$ cat src/common/decodePkg.sv
package decodePkg;

    ////////////////////////////////////////////////////////////////////////////
    // instruction format widths and field positions
    ////////////////////////////////////////////////////////////////////////////

    localparam int INSTR_W    = 32;
    localparam int OPCODE_W   = 6;
    localparam int FUNCT_W    = 6;
    localparam int REG_ADDR_W = 5;

    localparam int OPCODE_LSB = 26;
    localparam int RT_LSB     = 16;
    localparam int RD_LSB     = 11;

    typedef logic [INSTR_W-1:0]    instrT;
    typedef logic [OPCODE_W-1:0]   opcodeT;
    typedef logic [FUNCT_W-1:0]    functT;
    typedef logic [REG_ADDR_W-1:0] regAddrT;

    ////////////////////////////////////////////////////////////////////////////
    // datapath encodings
    ////////////////////////////////////////////////////////////////////////////

    typedef enum logic [3:0] {
        ALU_SLL  = 4'b0000,
        ALU_SRA  = 4'b0001,
        ALU_SRL  = 4'b0010,
        ALU_ADD  = 4'b0101,
        ALU_SUB  = 4'b0110,
        ALU_AND  = 4'b0111,
        ALU_OR   = 4'b1000,
        ALU_NOR  = 4'b1010,
        ALU_SLT  = 4'b1011,
        ALU_SLTU = 4'b1100,
        ALU_PASS = 4'b1101    // also the idle op
    } aluOpT;

    typedef enum logic [1:0] {
        EXT_SIGN  = 2'b00,
        EXT_ZERO  = 2'b01,
        EXT_SHAMT = 2'b10     // shift amount into operand B
    } extOpT;

    ////////////////////////////////////////////////////////////////////////////
    // primary opcodes
    ////////////////////////////////////////////////////////////////////////////

    localparam opcodeT OP_SPECIAL = 6'b000000;    // selects the function table
    localparam opcodeT OP_J       = 6'b000010;
    localparam opcodeT OP_JAL     = 6'b000011;
    localparam opcodeT OP_BEQ     = 6'b000100;
    localparam opcodeT OP_BNE     = 6'b000101;
    localparam opcodeT OP_BLEZ    = 6'b000110;
    localparam opcodeT OP_ADDI    = 6'b001000;
    localparam opcodeT OP_ADDIU   = 6'b001001;
    localparam opcodeT OP_SLTI    = 6'b001010;
    localparam opcodeT OP_ANDI    = 6'b001100;
    localparam opcodeT OP_ORI     = 6'b001101;
    localparam opcodeT OP_LUI     = 6'b001111;
    localparam opcodeT OP_LB      = 6'b100000;
    localparam opcodeT OP_LW      = 6'b100011;
    localparam opcodeT OP_SW      = 6'b101011;

    ////////////////////////////////////////////////////////////////////////////
    // function codes under OP_SPECIAL
    ////////////////////////////////////////////////////////////////////////////

    localparam functT FN_SLL     = 6'b000000;
    localparam functT FN_SRL     = 6'b000010;
    localparam functT FN_SRA     = 6'b000011;
    localparam functT FN_SLLV    = 6'b000100;
    localparam functT FN_JR      = 6'b001000;
    localparam functT FN_SYSCALL = 6'b001100;
    localparam functT FN_ADD     = 6'b100000;
    localparam functT FN_ADDU    = 6'b100001;
    localparam functT FN_SUB     = 6'b100010;
    localparam functT FN_AND     = 6'b100100;
    localparam functT FN_OR      = 6'b100101;
    localparam functT FN_NOR     = 6'b100111;
    localparam functT FN_SLT     = 6'b101010;
    localparam functT FN_SLTU    = 6'b101011;

    localparam regAddrT LINK_REG = 5'd31;    // return address for jal

endpackage

$ cat src/decoder/specialDecode.sv
`timescale 1ns/10ps

module specialDecode (
    input  decodePkg::functT funct,
    output decodePkg::aluOpT aluOp,
    output decodePkg::extOpT extOp,
    output logic             aluSrc,
    output logic             regDst,
    output logic             regWrite,
    output logic             memWrite,
    output logic             memToReg,
    output logic             loadByte,
    output logic             lui,
    output logic             jr,
    output logic             jal,
    output logic             j,
    output logic             beq,
    output logic             bne,
    output logic             blez,
    output logic             syscall,
    output logic             known
);

    always_comb begin
        aluOp    = decodePkg::ALU_PASS;
        extOp    = decodePkg::EXT_SIGN;
        aluSrc   = 1'b0;
        regDst   = 1'b0;
        regWrite = 1'b0;
        memWrite = 1'b0;
        memToReg = 1'b0;
        loadByte = 1'b0;
        lui      = 1'b0;
        jr       = 1'b0;
        jal      = 1'b0;
        j        = 1'b0;
        beq      = 1'b0;
        bne      = 1'b0;
        blez     = 1'b0;
        syscall  = 1'b0;
        known    = 1'b1;

        case (funct)
            decodePkg::FN_SLLV: begin
                aluOp    = decodePkg::ALU_PASS;    // shifter handles sllv
                regDst   = 1'b1;
                regWrite = 1'b1;
            end
            decodePkg::FN_ADD: begin
                aluOp    = decodePkg::ALU_ADD;
                regDst   = 1'b1;
                regWrite = 1'b1;
            end
            decodePkg::FN_ADDU: begin
                aluOp    = decodePkg::ALU_ADD;
                regDst   = 1'b1;
                regWrite = 1'b1;
            end
            decodePkg::FN_SUB: begin
                aluOp    = decodePkg::ALU_SUB;
                regDst   = 1'b1;
                regWrite = 1'b1;
            end
            decodePkg::FN_AND: begin
                aluOp    = decodePkg::ALU_AND;
                regDst   = 1'b1;
                regWrite = 1'b1;
            end
            decodePkg::FN_OR: begin
                aluOp    = decodePkg::ALU_OR;
                regDst   = 1'b1;
                regWrite = 1'b1;
            end
            decodePkg::FN_NOR: begin
                aluOp    = decodePkg::ALU_NOR;
                regDst   = 1'b1;
                regWrite = 1'b1;
            end
            decodePkg::FN_SLT: begin
                aluOp    = decodePkg::ALU_SLT;
                regDst   = 1'b1;
                regWrite = 1'b1;
            end
            decodePkg::FN_SLTU: begin
                aluOp    = decodePkg::ALU_SLTU;
                regDst   = 1'b1;
                regWrite = 1'b1;
            end
            decodePkg::FN_SLL: begin
                aluOp    = decodePkg::ALU_SLL;
                extOp    = decodePkg::EXT_SHAMT;    // B comes from shamt
                aluSrc   = 1'b1;
                regDst   = 1'b1;
                regWrite = 1'b1;
            end
            decodePkg::FN_SRA: begin
                aluOp    = decodePkg::ALU_SRA;
                extOp    = decodePkg::EXT_SHAMT;
                aluSrc   = 1'b1;
                regDst   = 1'b1;
                regWrite = 1'b1;
            end
            decodePkg::FN_SRL: begin
                aluOp    = decodePkg::ALU_SRL;
                extOp    = decodePkg::EXT_SHAMT;
                aluSrc   = 1'b1;
                regDst   = 1'b1;
                regWrite = 1'b1;
            end
            decodePkg::FN_JR:      jr      = 1'b1;
            decodePkg::FN_SYSCALL: syscall = 1'b1;
            default:               known   = 1'b0;    // all controls stay idle
        endcase
    end

endmodule

$ cat src/decoder/primaryDecode.sv
`timescale 1ns/10ps

module primaryDecode (
    input  decodePkg::opcodeT opcode,
    output decodePkg::aluOpT  aluOp,
    output decodePkg::extOpT  extOp,
    output logic              aluSrc,
    output logic              regDst,
    output logic              regWrite,
    output logic              memWrite,
    output logic              memToReg,
    output logic              loadByte,
    output logic              lui,
    output logic              jr,
    output logic              jal,
    output logic              j,
    output logic              beq,
    output logic              bne,
    output logic              blez,
    output logic              syscall,
    output logic              known
);

    always_comb begin
        aluOp    = decodePkg::ALU_PASS;
        extOp    = decodePkg::EXT_SIGN;
        aluSrc   = 1'b0;
        regDst   = 1'b0;
        regWrite = 1'b0;
        memWrite = 1'b0;
        memToReg = 1'b0;
        loadByte = 1'b0;
        lui      = 1'b0;
        jr       = 1'b0;
        jal      = 1'b0;
        j        = 1'b0;
        beq      = 1'b0;
        bne      = 1'b0;
        blez     = 1'b0;
        syscall  = 1'b0;
        known    = 1'b1;

        case (opcode)
            ////////////////////////////////////////////////////////////////////
            // immediate ALU
            ////////////////////////////////////////////////////////////////////
            decodePkg::OP_ADDI: begin
                aluOp    = decodePkg::ALU_ADD;
                aluSrc   = 1'b1;
                regWrite = 1'b1;
            end
            decodePkg::OP_ADDIU: begin
                aluOp    = decodePkg::ALU_ADD;
                aluSrc   = 1'b1;
                regWrite = 1'b1;
            end
            decodePkg::OP_ANDI: begin
                aluOp    = decodePkg::ALU_AND;
                aluSrc   = 1'b1;
                regWrite = 1'b1;
            end
            decodePkg::OP_ORI: begin
                aluOp    = decodePkg::ALU_OR;
                extOp    = decodePkg::EXT_ZERO;    // logical immediate
                aluSrc   = 1'b1;
                regWrite = 1'b1;
            end
            decodePkg::OP_SLTI: begin
                aluOp    = decodePkg::ALU_SLT;
                aluSrc   = 1'b1;
                regWrite = 1'b1;
            end
            decodePkg::OP_LUI: begin
                aluOp    = decodePkg::ALU_SLT;    // result path bypasses ALU
                lui      = 1'b1;
                regWrite = 1'b1;
            end

            ////////////////////////////////////////////////////////////////////
            // memory
            ////////////////////////////////////////////////////////////////////
            decodePkg::OP_LB: begin
                aluOp    = decodePkg::ALU_ADD;    // base + offset
                aluSrc   = 1'b1;
                regWrite = 1'b1;
                memToReg = 1'b1;
                loadByte = 1'b1;
            end
            decodePkg::OP_LW: begin
                aluOp    = decodePkg::ALU_ADD;
                aluSrc   = 1'b1;
                regWrite = 1'b1;
                memToReg = 1'b1;
            end
            decodePkg::OP_SW: begin
                aluOp    = decodePkg::ALU_ADD;
                aluSrc   = 1'b1;
                memWrite = 1'b1;
            end

            ////////////////////////////////////////////////////////////////////
            // branches and jumps
            ////////////////////////////////////////////////////////////////////
            decodePkg::OP_BLEZ: begin
                aluOp = decodePkg::ALU_SLT;
                blez  = 1'b1;
            end
            decodePkg::OP_BEQ: beq = 1'b1;
            decodePkg::OP_BNE: bne = 1'b1;
            decodePkg::OP_J:   j   = 1'b1;
            decodePkg::OP_JAL: begin
                jal      = 1'b1;
                regWrite = 1'b1;    // link register write
            end
            default: known = 1'b0;    // includes OP_SPECIAL
        endcase
    end

endmodule

$ cat src/decoder/operandDeps.sv
`timescale 1ns/10ps

module operandDeps (
    input  decodePkg::instrT   instr,
    output decodePkg::regAddrT destReg,
    output logic               dependsA,
    output logic               dependsB
);

    decodePkg::opcodeT  opcode;
    decodePkg::functT   funct;
    decodePkg::regAddrT rt;
    decodePkg::regAddrT rd;

    assign opcode = instr[decodePkg::OPCODE_LSB +: decodePkg::OPCODE_W];
    assign funct  = instr[decodePkg::FUNCT_W-1:0];
    assign rt     = instr[decodePkg::RT_LSB +: decodePkg::REG_ADDR_W];
    assign rd     = instr[decodePkg::RD_LSB +: decodePkg::REG_ADDR_W];

    always_comb begin
        destReg  = '0;    // nothing written
        dependsA = 1'b0;
        dependsB = 1'b0;

        if (opcode == decodePkg::OP_SPECIAL) begin
            case (funct)
                decodePkg::FN_SLLV, decodePkg::FN_ADD, decodePkg::FN_ADDU,
                decodePkg::FN_SUB, decodePkg::FN_AND, decodePkg::FN_OR,
                decodePkg::FN_NOR, decodePkg::FN_SLT, decodePkg::FN_SLTU: begin
                    destReg  = rd;
                    dependsA = 1'b1;
                    dependsB = 1'b1;
                end
                decodePkg::FN_SLL, decodePkg::FN_SRA, decodePkg::FN_SRL: begin
                    destReg  = rd;
                    dependsA = 1'b1;    // B is the shift amount
                end
                decodePkg::FN_JR: dependsA = 1'b1;
                decodePkg::FN_SYSCALL: begin
                    dependsA = 1'b1;    // service number and argument
                    dependsB = 1'b1;
                end
                default: ;
            endcase
        end else begin
            case (opcode)
                decodePkg::OP_ADDI, decodePkg::OP_ADDIU, decodePkg::OP_ANDI,
                decodePkg::OP_ORI, decodePkg::OP_SLTI, decodePkg::OP_LB,
                decodePkg::OP_LW: begin
                    destReg  = rt;
                    dependsA = 1'b1;
                end
                decodePkg::OP_LUI: destReg = rt;
                decodePkg::OP_JAL: destReg = decodePkg::LINK_REG;
                decodePkg::OP_BEQ, decodePkg::OP_BNE, decodePkg::OP_SW: begin
                    dependsA = 1'b1;
                    dependsB = 1'b1;    // compare operand or store data
                end
                decodePkg::OP_BLEZ: dependsA = 1'b1;
                default: ;    // j and unknown opcodes
            endcase
        end
    end

endmodule

$ cat src/decoder/instrDecoder.sv
`timescale 1ns/10ps

module instrDecoder (
    input  decodePkg::instrT   instr,
    output decodePkg::aluOpT   aluOp,
    output decodePkg::extOpT   extOp,
    output logic               aluSrc,
    output logic               regDst,
    output logic               regWrite,
    output logic               memWrite,
    output logic               memToReg,
    output logic               loadByte,
    output logic               lui,
    output logic               jr,
    output logic               jal,
    output logic               j,
    output logic               beq,
    output logic               bne,
    output logic               blez,
    output logic               syscall,
    output decodePkg::regAddrT destReg,
    output logic               dependsA,
    output logic               dependsB
);

    decodePkg::opcodeT opcode;
    decodePkg::functT  funct;
    logic              isSpecial;

    decodePkg::aluOpT  specAluOp;
    decodePkg::extOpT  specExtOp;
    logic specAluSrc, specRegDst, specRegWrite, specMemWrite, specMemToReg, specLoadByte;
    logic specLui, specJr, specJal, specJ, specBeq, specBne, specBlez, specSyscall;

    decodePkg::aluOpT  primAluOp;
    decodePkg::extOpT  primExtOp;
    logic primAluSrc, primRegDst, primRegWrite, primMemWrite, primMemToReg, primLoadByte;
    logic primLui, primJr, primJal, primJ, primBeq, primBne, primBlez, primSyscall;

    assign opcode    = instr[decodePkg::OPCODE_LSB +: decodePkg::OPCODE_W];
    assign funct     = instr[decodePkg::FUNCT_W-1:0];
    assign isSpecial = (opcode == decodePkg::OP_SPECIAL);

    ////////////////////////////////////////////////////////////////////////////
    // table decoders and operand dependencies
    ////////////////////////////////////////////////////////////////////////////

    specialDecode specialDec_i (
        .funct(funct), .aluOp(specAluOp), .extOp(specExtOp),
        .aluSrc(specAluSrc), .regDst(specRegDst), .regWrite(specRegWrite),
        .memWrite(specMemWrite), .memToReg(specMemToReg), .loadByte(specLoadByte),
        .lui(specLui), .jr(specJr), .jal(specJal), .j(specJ),
        .beq(specBeq), .bne(specBne), .blez(specBlez), .syscall(specSyscall),
        .known()
    );

    primaryDecode primaryDec_i (
        .opcode(opcode), .aluOp(primAluOp), .extOp(primExtOp),
        .aluSrc(primAluSrc), .regDst(primRegDst), .regWrite(primRegWrite),
        .memWrite(primMemWrite), .memToReg(primMemToReg), .loadByte(primLoadByte),
        .lui(primLui), .jr(primJr), .jal(primJal), .j(primJ),
        .beq(primBeq), .bne(primBne), .blez(primBlez), .syscall(primSyscall),
        .known()
    );

    operandDeps operandDeps_i (
        .instr(instr), .destReg(destReg), .dependsA(dependsA), .dependsB(dependsB)
    );

    assign aluOp    = isSpecial ? specAluOp    : primAluOp;
    assign extOp    = isSpecial ? specExtOp    : primExtOp;
    assign aluSrc   = isSpecial ? specAluSrc   : primAluSrc;
    assign regDst   = isSpecial ? specRegDst   : primRegDst;
    assign regWrite = isSpecial ? specRegWrite : primRegWrite;
    assign memWrite = isSpecial ? specMemWrite : primMemWrite;
    assign memToReg = isSpecial ? specMemToReg : primMemToReg;
    assign loadByte = isSpecial ? specLoadByte : primLoadByte;
    assign lui      = isSpecial ? specLui      : primLui;
    assign jr       = isSpecial ? specJr       : primJr;
    assign jal      = isSpecial ? specJal      : primJal;
    assign j        = isSpecial ? specJ        : primJ;
    assign beq      = isSpecial ? specBeq      : primBeq;
    assign bne      = isSpecial ? specBne      : primBne;
    assign blez     = isSpecial ? specBlez     : primBlez;
    assign syscall  = isSpecial ? specSyscall  : primSyscall;

endmodule

$ cat config.mk
export PLATFORM = sky130hd
export DESIGN_NAME = instrDecoder
export DESIGN_NICKNAME = d
export VERILOG_FILES = /design/src/common/decodePkg.sv /design/src/decoder/specialDecode.sv /design/src/decoder/primaryDecode.sv /design/src/decoder/operandDeps.sv /design/src/decoder/instrDecoder.sv
export SDC_FILE = /design/constraint.sdc
export NUM_CORES = 1
export LEC_CHECK = 0
export BUFFER_PORTS_ARGS = -buffer_cell sky130_fd_sc_hd__buf_4
export CORE_ASPECT_RATIO = 1.75
export CORE_MARGIN = 8
export CORE_UTILIZATION = 40
export DETAILED_ROUTE_END_ITERATION = 8
export GPL_TIMING_DRIVEN = 0
export PLACE_DENSITY = 0.64
export SETUP_SLACK_MARGIN = 0.1
export SLEW_MARGIN = 20
export SYNTH_ARGS = -nofsm -noshare
export SYNTH_HDL_FRONTEND = slang
export SYNTH_HIERARCHICAL = 1
export SYNTH_SLANG_ARGS = --single-unit
$ cat constraint.sdc
create_clock -name vclk -period 2.95
set_clock_uncertainty 0.05 [all_clocks]
set_input_delay 0.59 -clock vclk [all_inputs]
set_output_delay 0.59 -clock vclk [all_outputs]
set_load 0.02 [all_outputs]
==> results of run 1 <==
-- per-stage QoR --
step           cells  worst slack, ns  utilization
2_1_floorplan    215            0.423            -
3_3_place_gp     310            0.235        0.543
3_5_place_dp     310            0.245        0.543
4_1_cts          310            0.229        0.543
5_1_grt          310            0.125        0.543
6_report         310            0.231        0.543
-- cell type report --
type	count	area, sq um
buffer	32	241
timing repair buffer	49	368
multi-input combinational	178	1280
fill	387	1660
tap	46	57.6
inverter	5	18.8
-- routing by layer --
layer  vias up  track usage
met5         -            0
met4         0            0
met3         0       0.0254
met2        32        0.234
met1       698        0.129
li1        822            -
-- power groups by stage --
| stage | Sequential [W] | Combinational [W] | Clock (W) |
|---|---|---|---|
| finish | 0 | 0.000222 | 0 |
| global route | 0 | 0.000245 | 0 |
| CTS | 0 | 0.000223 | 0 |
| detailed placement | 0 | 0.000223 | 0 |
| global placement | 0 | 0.000222 | 0 |
| floorplan | 0 | 0.000144 | 0 |
-- critical path, stage by stage --
cell and delay [ns]:
sky130_fd_sc_hd__buf_4 0.13, sky130_fd_sc_hd__buf_6 0.13, sky130_fd_sc_hd__or4_4 0.50, sky130_fd_sc_hd__nor3_4 0.22, sky130_fd_sc_hd__nor3b_2 0.24, sky130_fd_sc_hd__a211oi_1 0.10, sky130_fd_sc_hd__buf_4 0.17
-- layout by cell type, fill, tap and decap left out, types with 3 or more instances in the layout --
cell and n:
sky130_fd_sc_hd__clkbuf_1 3, sky130_fd_sc_hd__conb_1 14, sky130_fd_sc_hd__inv_1 5, sky130_fd_sc_hd__o21ai_0 15, sky130_fd_sc_hd__nand3_1 3, sky130_fd_sc_hd__mux2_4 20, sky130_fd_sc_hd__nand3b_1 3, sky130_fd_sc_hd__buf_4 68
sky130_fd_sc_hd__or3_1 3, sky130_fd_sc_hd__nor3_1 8, sky130_fd_sc_hd__a211oi_1 4, sky130_fd_sc_hd__nand2b_1 10, sky130_fd_sc_hd__or2_2 5, sky130_fd_sc_hd__nor2b_1 13, sky130_fd_sc_hd__buf_6 6, sky130_fd_sc_hd__a21oi_1 10
sky130_fd_sc_hd__buf_2 4, sky130_fd_sc_hd__nor3b_2 3, sky130_fd_sc_hd__nand2_1 9, sky130_fd_sc_hd__nor2_1 10, sky130_fd_sc_hd__a22oi_1 5
-- worst max-delay path by stage --
stage | start | end | slack, ns | cells past startpoint
global route | instr[28] | dependsA | 0.12 | 7
floorplan | instr[26] | dependsA | 0.42 | 5
CTS | instr[28] | dependsA | 0.23 | 7
global placement | instr[28] | dependsA | 0.23 | 7
detailed placement | instr[28] | dependsA | 0.25 | 7
finish | instr[28] | dependsA | 0.23 | 7
==> tab_implementation.tex, run 1 <==
\begin{tabular}{lr}
\hline
Metric & Value \\
\hline
\multicolumn{2}{l}{\textbf{Route}} \\
\quad Count of unresolved DRC violations after routing & 0 \\
\quad Met3 wire length & 201 um \\
\quad DRT Pass-1 Iters & 4 \\
\quad Wire length after detailed routing & 3800 um \\
\quad Starting DRC count in detailed routing & 15 \\
\quad DR top layer & met3 \\
\quad Detailed-routed wire length on met2 & 2020 um \\
\quad Wirelength per Cell & 12.2 um \\
\quad Met1 layer wirelength in the final routing & 1570 um \\
\quad Detailed-route via count & 1552 \\
\quad Via-to-Cell Ratio & 5.01 \\
\quad Number of nets still failing antenna checks after routing & 0 \\
\multicolumn{2}{l}{\textbf{Floorplan}} \\
\quad Top-level port count & 59 \\
\quad Standard-cell row count & 29 \\
\quad Chip Width & 62.3 um \\
\quad Core Region & 3630 sq um \\
\quad Die H & 97.0 um \\
\quad Die Outline Area & 6040 sq um \\
\quad Starting density of the core & 0.413 \\
\multicolumn{2}{l}{\textbf{Hold path}} \\
\quad Origin of the worst min-delay path & instr[30] \\
\quad Path category of the worst min-delay check & input pin to output port \\
\quad Capture endpoint of the worst hold path & dependsA \\
\quad Count of cells along the worst hold path & 3 \\
\multicolumn{2}{l}{\textbf{STA}} \\
\quad Sum of negative setup slack & 0 ns \\
\quad Final-report hold violation count & 0 \\
\quad RSZ-0062 raised after global routing & no \\
\quad Hold Worst Slack & 1.53 ns \\
\quad Final critical-path required period & 2.72 ns \\
\quad Final clock period utilization by the worst path & 0.922 \\
\quad Total count of max-transition violations in the final report & 0 \\
\quad Final-report setup violation count & 0 \\
\quad Highest clock rate & 368 MHz \\
\multicolumn{2}{l}{\textbf{Clocking}} \\
\quad Number of gates resized after cts & 0 \\
\quad Post-CTS repair timing setup buffer count & 0 \\
\quad Total of hold buffers inserted after clock tree synthesis & 0 \\
\multicolumn{2}{l}{\textbf{Pwr}} \\
\quad Post-layout total power & 0.000222 W \\
\quad Proportion of power drawn by the clock network & 0 \\
\quad Power per cell area & 113 nW/um\^{}2 \\
\quad Largest vdd supply drop & 56.0 uV \\
\quad Register share of total power & 0 \\
\quad Net load switching power & 0.000110 W \\
\quad Switch share & 0.495 \\
\quad Int Pwr & 0.000112 W \\
\quad Logic pwr share & 1.000 \\
\quad Leakage Power & 0.963 nW \\
\multicolumn{2}{l}{\textbf{GRT}} \\
\quad Initial antenna violation count & 0 \\
\quad GRT Total Usage & 0.118 \\
\quad Global-route wire length before repair & 6570 um \\
\quad Leftover overflow at the end of global routing & 0 \\
\quad Number of global-route vias before repair & 1522 \\
\quad Largest net degree at the start of global routing & 16 \\
\multicolumn{2}{l}{\textbf{Place}} \\
\quad Buffers added on ports & 49 \\
\quad Post-detailed-placement cell area & 1970 sq um \\
\quad Sum of net half-perimeters after detailed placement & 3120 um \\
\quad Placer congestion estimate & 0.803 \\
\multicolumn{2}{l}{\textbf{Critical path}} \\
\quad Arrival time worst endpoint & 2.08 ns \\
\quad Critical path required time & 2.31 ns \\
\quad Path type of the worst setup path & input pin to output port \\
\quad Endpoint type of the worst setup path & output port \\
\quad Startpoint type of the worst setup path & input pin \\
\quad Critical path peak fanout & 9 \\
\multicolumn{2}{l}{\textbf{Cells and area}} \\
\quad Seq. cell area & 0 sq um \\
\quad Area growth from synthesis to layout & 31.4\% \\
\quad Share of final-layout standard cells stronger than drive strength 1 & 0.424 \\
\quad ANT cells & 0 \\
\quad Final instance area & 1970 sq um \\
\quad Net count, final & 298 \\
\quad Number of clock buffer instances in the layout & 0 \\
\quad Seq\_cells & 0 \\
\multicolumn{2}{l}{\textbf{Synth}} \\
\quad Cell area after technology mapping & 1500 sq um \\
\quad Synthesis warning total & 6 \\
\quad Post-Synthesis Cells & 203 \\
\quad Synthesized area divided by synthesized cell count & 7.39 sq um \\
\multicolumn{2}{l}{\textbf{Flow run}} \\
\quad Max-Cap Viols & 0 \\
\multicolumn{2}{l}{\textbf{Status}} \\
\quad Outcome & finished clean \\
\hline
\end{tabular}
No activity file was read; power rests on OpenSTA's default activity.
==> inputs of run 2 (changes only) <==
Settings changed: ABC_AREA from default to 1, BUFFER_PORTS_ARGS -buffer_cell sky130_fd_sc_hd__buf_4 to default, DONT_BUFFER_PORTS from default to 1, PLACE_DENSITY 0.64 to 0.51.
==> run 2 against run 1 <==
Die area increased by 3.3%. Worst setup slack better by 0.46 ns. Utilization shrank 11 points. Count of clock-buffer cells in the layout unchanged. Non-clock buffer count down 56. Via count up 13%. Hold slack lost 0.18 ns. Maximum frequency is 20% higher. Synthesized cell count increased by 51%.
==> tab_implementation.tex, run 2 <==
\begin{tabular}{lr}
\hline
Metric & Value \\
\hline
\multicolumn{2}{l}{\textbf{Status}} \\
\quad Outcome & finished clean (unchanged) \\
\multicolumn{2}{l}{\textbf{Floorplan}} \\
\quad Core Region & 3830 sq um (was 3630 sq um) \\
\quad Standard-cell row count & 30 (was 29) \\
\quad Die H & 98.7 um (was 97.0 um) \\
\quad Chip Width & 63.3 um (was 62.3 um) \\
\quad Top-level port count & 59 (unchanged) \\
\quad Starting density of the core & 0.408 (was 0.413) \\
\quad Die Outline Area & 6240 sq um (was 6040 sq um) \\
\multicolumn{2}{l}{\textbf{Pwr}} \\
\quad Switch share & 0.660 (was 0.495) \\
\quad Largest vdd supply drop & 40.1 uV (was 56.0 uV) \\
\quad Leakage Power & 1.10 nW (was 0.963 nW) \\
\quad Net load switching power & 0.000103 W (was 0.000110 W) \\
\quad Power per cell area & 93.6 nW/um\^{}2 (was 113 nW/um\^{}2) \\
\quad Logic pwr share & 1.000 (about the same) \\
\quad Proportion of power drawn by the clock network & 0 (about the same) \\
\quad Int Pwr & 0.0000530 W (was 0.000112 W) \\
\quad Register share of total power & 0 (about the same) \\
\multicolumn{2}{l}{\textbf{Place}} \\
\quad Placer congestion estimate & 0.826 (was 0.803) \\
\quad Sum of net half-perimeters after detailed placement & 3920 um (was 3120 um) \\
\quad Buffers added on ports & 0 (was 49) \\
\multicolumn{2}{l}{\textbf{Cells and area}} \\
\quad Seq\_cells & 0 (unchanged) \\
\quad Commonest non-fill, non-tap cell in the layout & sky130\_fd\_sc\_hd\_\_nand2\_1 (was sky130\_fd\_sc\_hd\_\_buf\_4) \\
\quad ANT cells & 0 (unchanged) \\
\quad Number of clock buffer instances in the layout & 0 (unchanged) \\
\quad Seq. cell area & 0 sq um (unchanged) \\
\quad Most frequent cells in the layout & sky130\_fd\_sc\_hd\_\_nand2\_1, sky130\_fd\_sc\_hd\_\_nand3\_1, sky130\_fd\_sc\_hd\_\_nor2\_1, sky130\_fd\_sc\_hd\_\_inv\_1, sky130\_fd\_sc\_hd\_\_nand4\_1 (was sky130\_fd\_sc\_hd\_\_buf\_4, sky130\_fd\_sc\_hd\_\_mux2\_4, sky130\_fd\_sc\_hd\_\_o21ai\_0, sky130\_fd\_sc\_hd\_\_conb\_1, sky130\_fd\_sc\_hd\_\_nor2b\_1) \\
\quad Net count, final & 352 (was 298) \\
\quad Share of final-layout standard cells stronger than drive strength 1 & 0.201 (was 0.424) \\
\quad Area growth from synthesis to layout & 6.73\% (was 31.4\%) \\
\multicolumn{2}{l}{\textbf{Critical path}} \\
\quad Largest delay share family, worst path & simple AND/OR/NAND/NOR gates (unchanged) \\
\quad Critical path peak fanout & 9 (unchanged) \\
\quad Path type of the worst setup path & input pin to output port (unchanged) \\
\quad Biggest cell delay along the critical path & 0.19 ns (was 0.50 ns) \\
\quad WP depth & 9 (was 7) \\
\quad Ordered list of cells on the worst path & inv\_2, nor2\_2, nand3\_1, nand3\_1, nor2\_1, nand2\_1, buf\_4, nand4\_1, nand2\_1 (was buf\_4, buf\_6, or4\_4, nor3\_4, nor3b\_2, a211oi\_1, buf\_4) \\
\quad Arrival time worst endpoint & 1.62 ns (was 2.08 ns) \\
\quad Endpoint type of the worst setup path & output port (unchanged) \\
\quad Critical path required time & 2.31 ns (about the same) \\
\quad Crit path buffers/inverters & 2 (was 3) \\
\quad Startpoint type of the worst setup path & input pin (unchanged) \\
\quad Slowest stage cell, crit path & sky130\_fd\_sc\_hd\_\_nor2\_2 (was sky130\_fd\_sc\_hd\_\_or4\_4) \\
\multicolumn{2}{l}{\textbf{Hold path}} \\
\quad Path category of the worst min-delay check & input pin to output port (unchanged) \\
\quad Capture endpoint of the worst hold path & destReg[4] (was dependsA) \\
\quad Origin of the worst min-delay path & instr[20] (was instr[30]) \\
\quad Count of cells along the worst hold path & 2 (was 3) \\
\multicolumn{2}{l}{\textbf{STA}} \\
\quad Highest clock rate & 443 MHz (was 368 MHz) \\
\quad Total count of max-transition violations in the final report & 0 (unchanged) \\
\quad Final critical-path required period & 2.26 ns (was 2.72 ns) \\
\quad RSZ-0062 raised after global routing & no (unchanged) \\
\quad Final-report hold violation count & 0 (unchanged) \\
\quad Final-report setup violation count & 0 (unchanged) \\
\quad Sum of negative setup slack & 0 ns (unchanged) \\
\quad Final clock period utilization by the worst path & 0.766 (was 0.922) \\
\quad Hold Worst Slack & 1.35 ns (was 1.53 ns) \\
\multicolumn{2}{l}{\textbf{Route}} \\
\quad Detailed-route via count & 1746 (was 1552) \\
\quad Number of nets still failing antenna checks after routing & 0 (unchanged) \\
\quad DRT Pass-1 Iters & 4 (unchanged) \\
\quad Count of unresolved DRC violations after routing & 0 (unchanged) \\
\quad Wire length after detailed routing & 4510 um (was 3800 um) \\
\quad Starting DRC count in detailed routing & 39 (was 15) \\
\quad Wirelength per Cell & 12.3 um (was 12.2 um) \\
\quad Via-to-Cell Ratio & 4.77 (was 5.01) \\
\multicolumn{2}{l}{\textbf{GRT}} \\
\quad Number of global-route vias before repair & 1731 (was 1522) \\
\quad Largest net degree at the start of global routing & 12 (was 16) \\
\quad Initial antenna violation count & 0 (unchanged) \\
\quad Leftover overflow at the end of global routing & 0 (unchanged) \\
\quad GRT Total Usage & 0.138 (was 0.118) \\
\quad Global-route wire length before repair & 7530 um (was 6570 um) \\
\multicolumn{2}{l}{\textbf{Synth}} \\
\quad Synthesis warning total & 6 (unchanged) \\
\quad Synthesized area divided by synthesized cell count & 5.11 sq um (was 7.39 sq um) \\
\quad Post-Synthesis Cells & 306 (was 203) \\
\quad Cell area after technology mapping & 1560 sq um (was 1500 sq um) \\
\multicolumn{2}{l}{\textbf{Clocking}} \\
\quad Total of hold buffers inserted after clock tree synthesis & 0 (unchanged) \\
\quad Number of gates resized after cts & 0 (unchanged) \\
\quad Post-CTS repair timing setup buffer count & 0 (unchanged) \\
\multicolumn{2}{l}{\textbf{Flow run}} \\
\quad Max-Cap Viols & 0 (unchanged) \\
\hline
\end{tabular}
run 2: worst max path at each step:
stage,from,end,slack [ns]
final,instr[2],regWrite,0.69
after CTS,instr[2],regWrite,0.67
after global placement,instr[2],regWrite,0.70
after floorplan,instr[5],regWrite,0.86
after detailed placement,instr[2],regWrite,0.67
after global routing,instr[2],regWrite,0.57
run 2: power groups by stage:
| stage | logic (W) | registers (W) | clock network (W) |
|---|---|---|---|
| after floorplan | 0.000135 | 0 | 0 |
| after global placement | 0.000156 | 0 | 0 |
| after detailed placement | 0.000156 | 0 | 0 |
| after CTS | 0.000157 | 0 | 0 |
| after global routing | 0.000173 | 0 | 0 |
| final | 0.000156 | 0 | 0 |
run 2: layer usage:
layer / GRT usage / routed length, um / vias up
met3: 0.0205 / 201 / 0
li1: - / - / 977
met2: 0.304 / 2610 / 33
met4: 0 / 0 / 0
met5: 0 / 0 / -
met1: 0.131 / 1690 / 736
run 2: layout make-up:
type / instances / area [sq um]
well taps: 48 / 60.1
fillers: 496 / 2160
multi-input cells: 251 / 1280
inverters: 42 / 160
plain buffers: 25 / 171
run 2: per-stage QoR:
| step | instance area (sq um) | total power, W | instances | setup slack, ns | util |
|---|---|---|---|---|---|
| after floorplan | 1610 | 0.000135 | 318 | 0.863 | - |
| after global placement | 1670 | 0.000156 | 366 | 0.701 | 0.436 |
| after detailed placement | 1670 | 0.000156 | 366 | 0.671 | 0.436 |
| after CTS | 1670 | 0.000157 | 366 | 0.670 | 0.436 |
| after global routing | 1670 | 0.000173 | 366 | 0.572 | 0.436 |
| final | 1670 | 0.000156 | 366 | 0.691 | 0.436 |
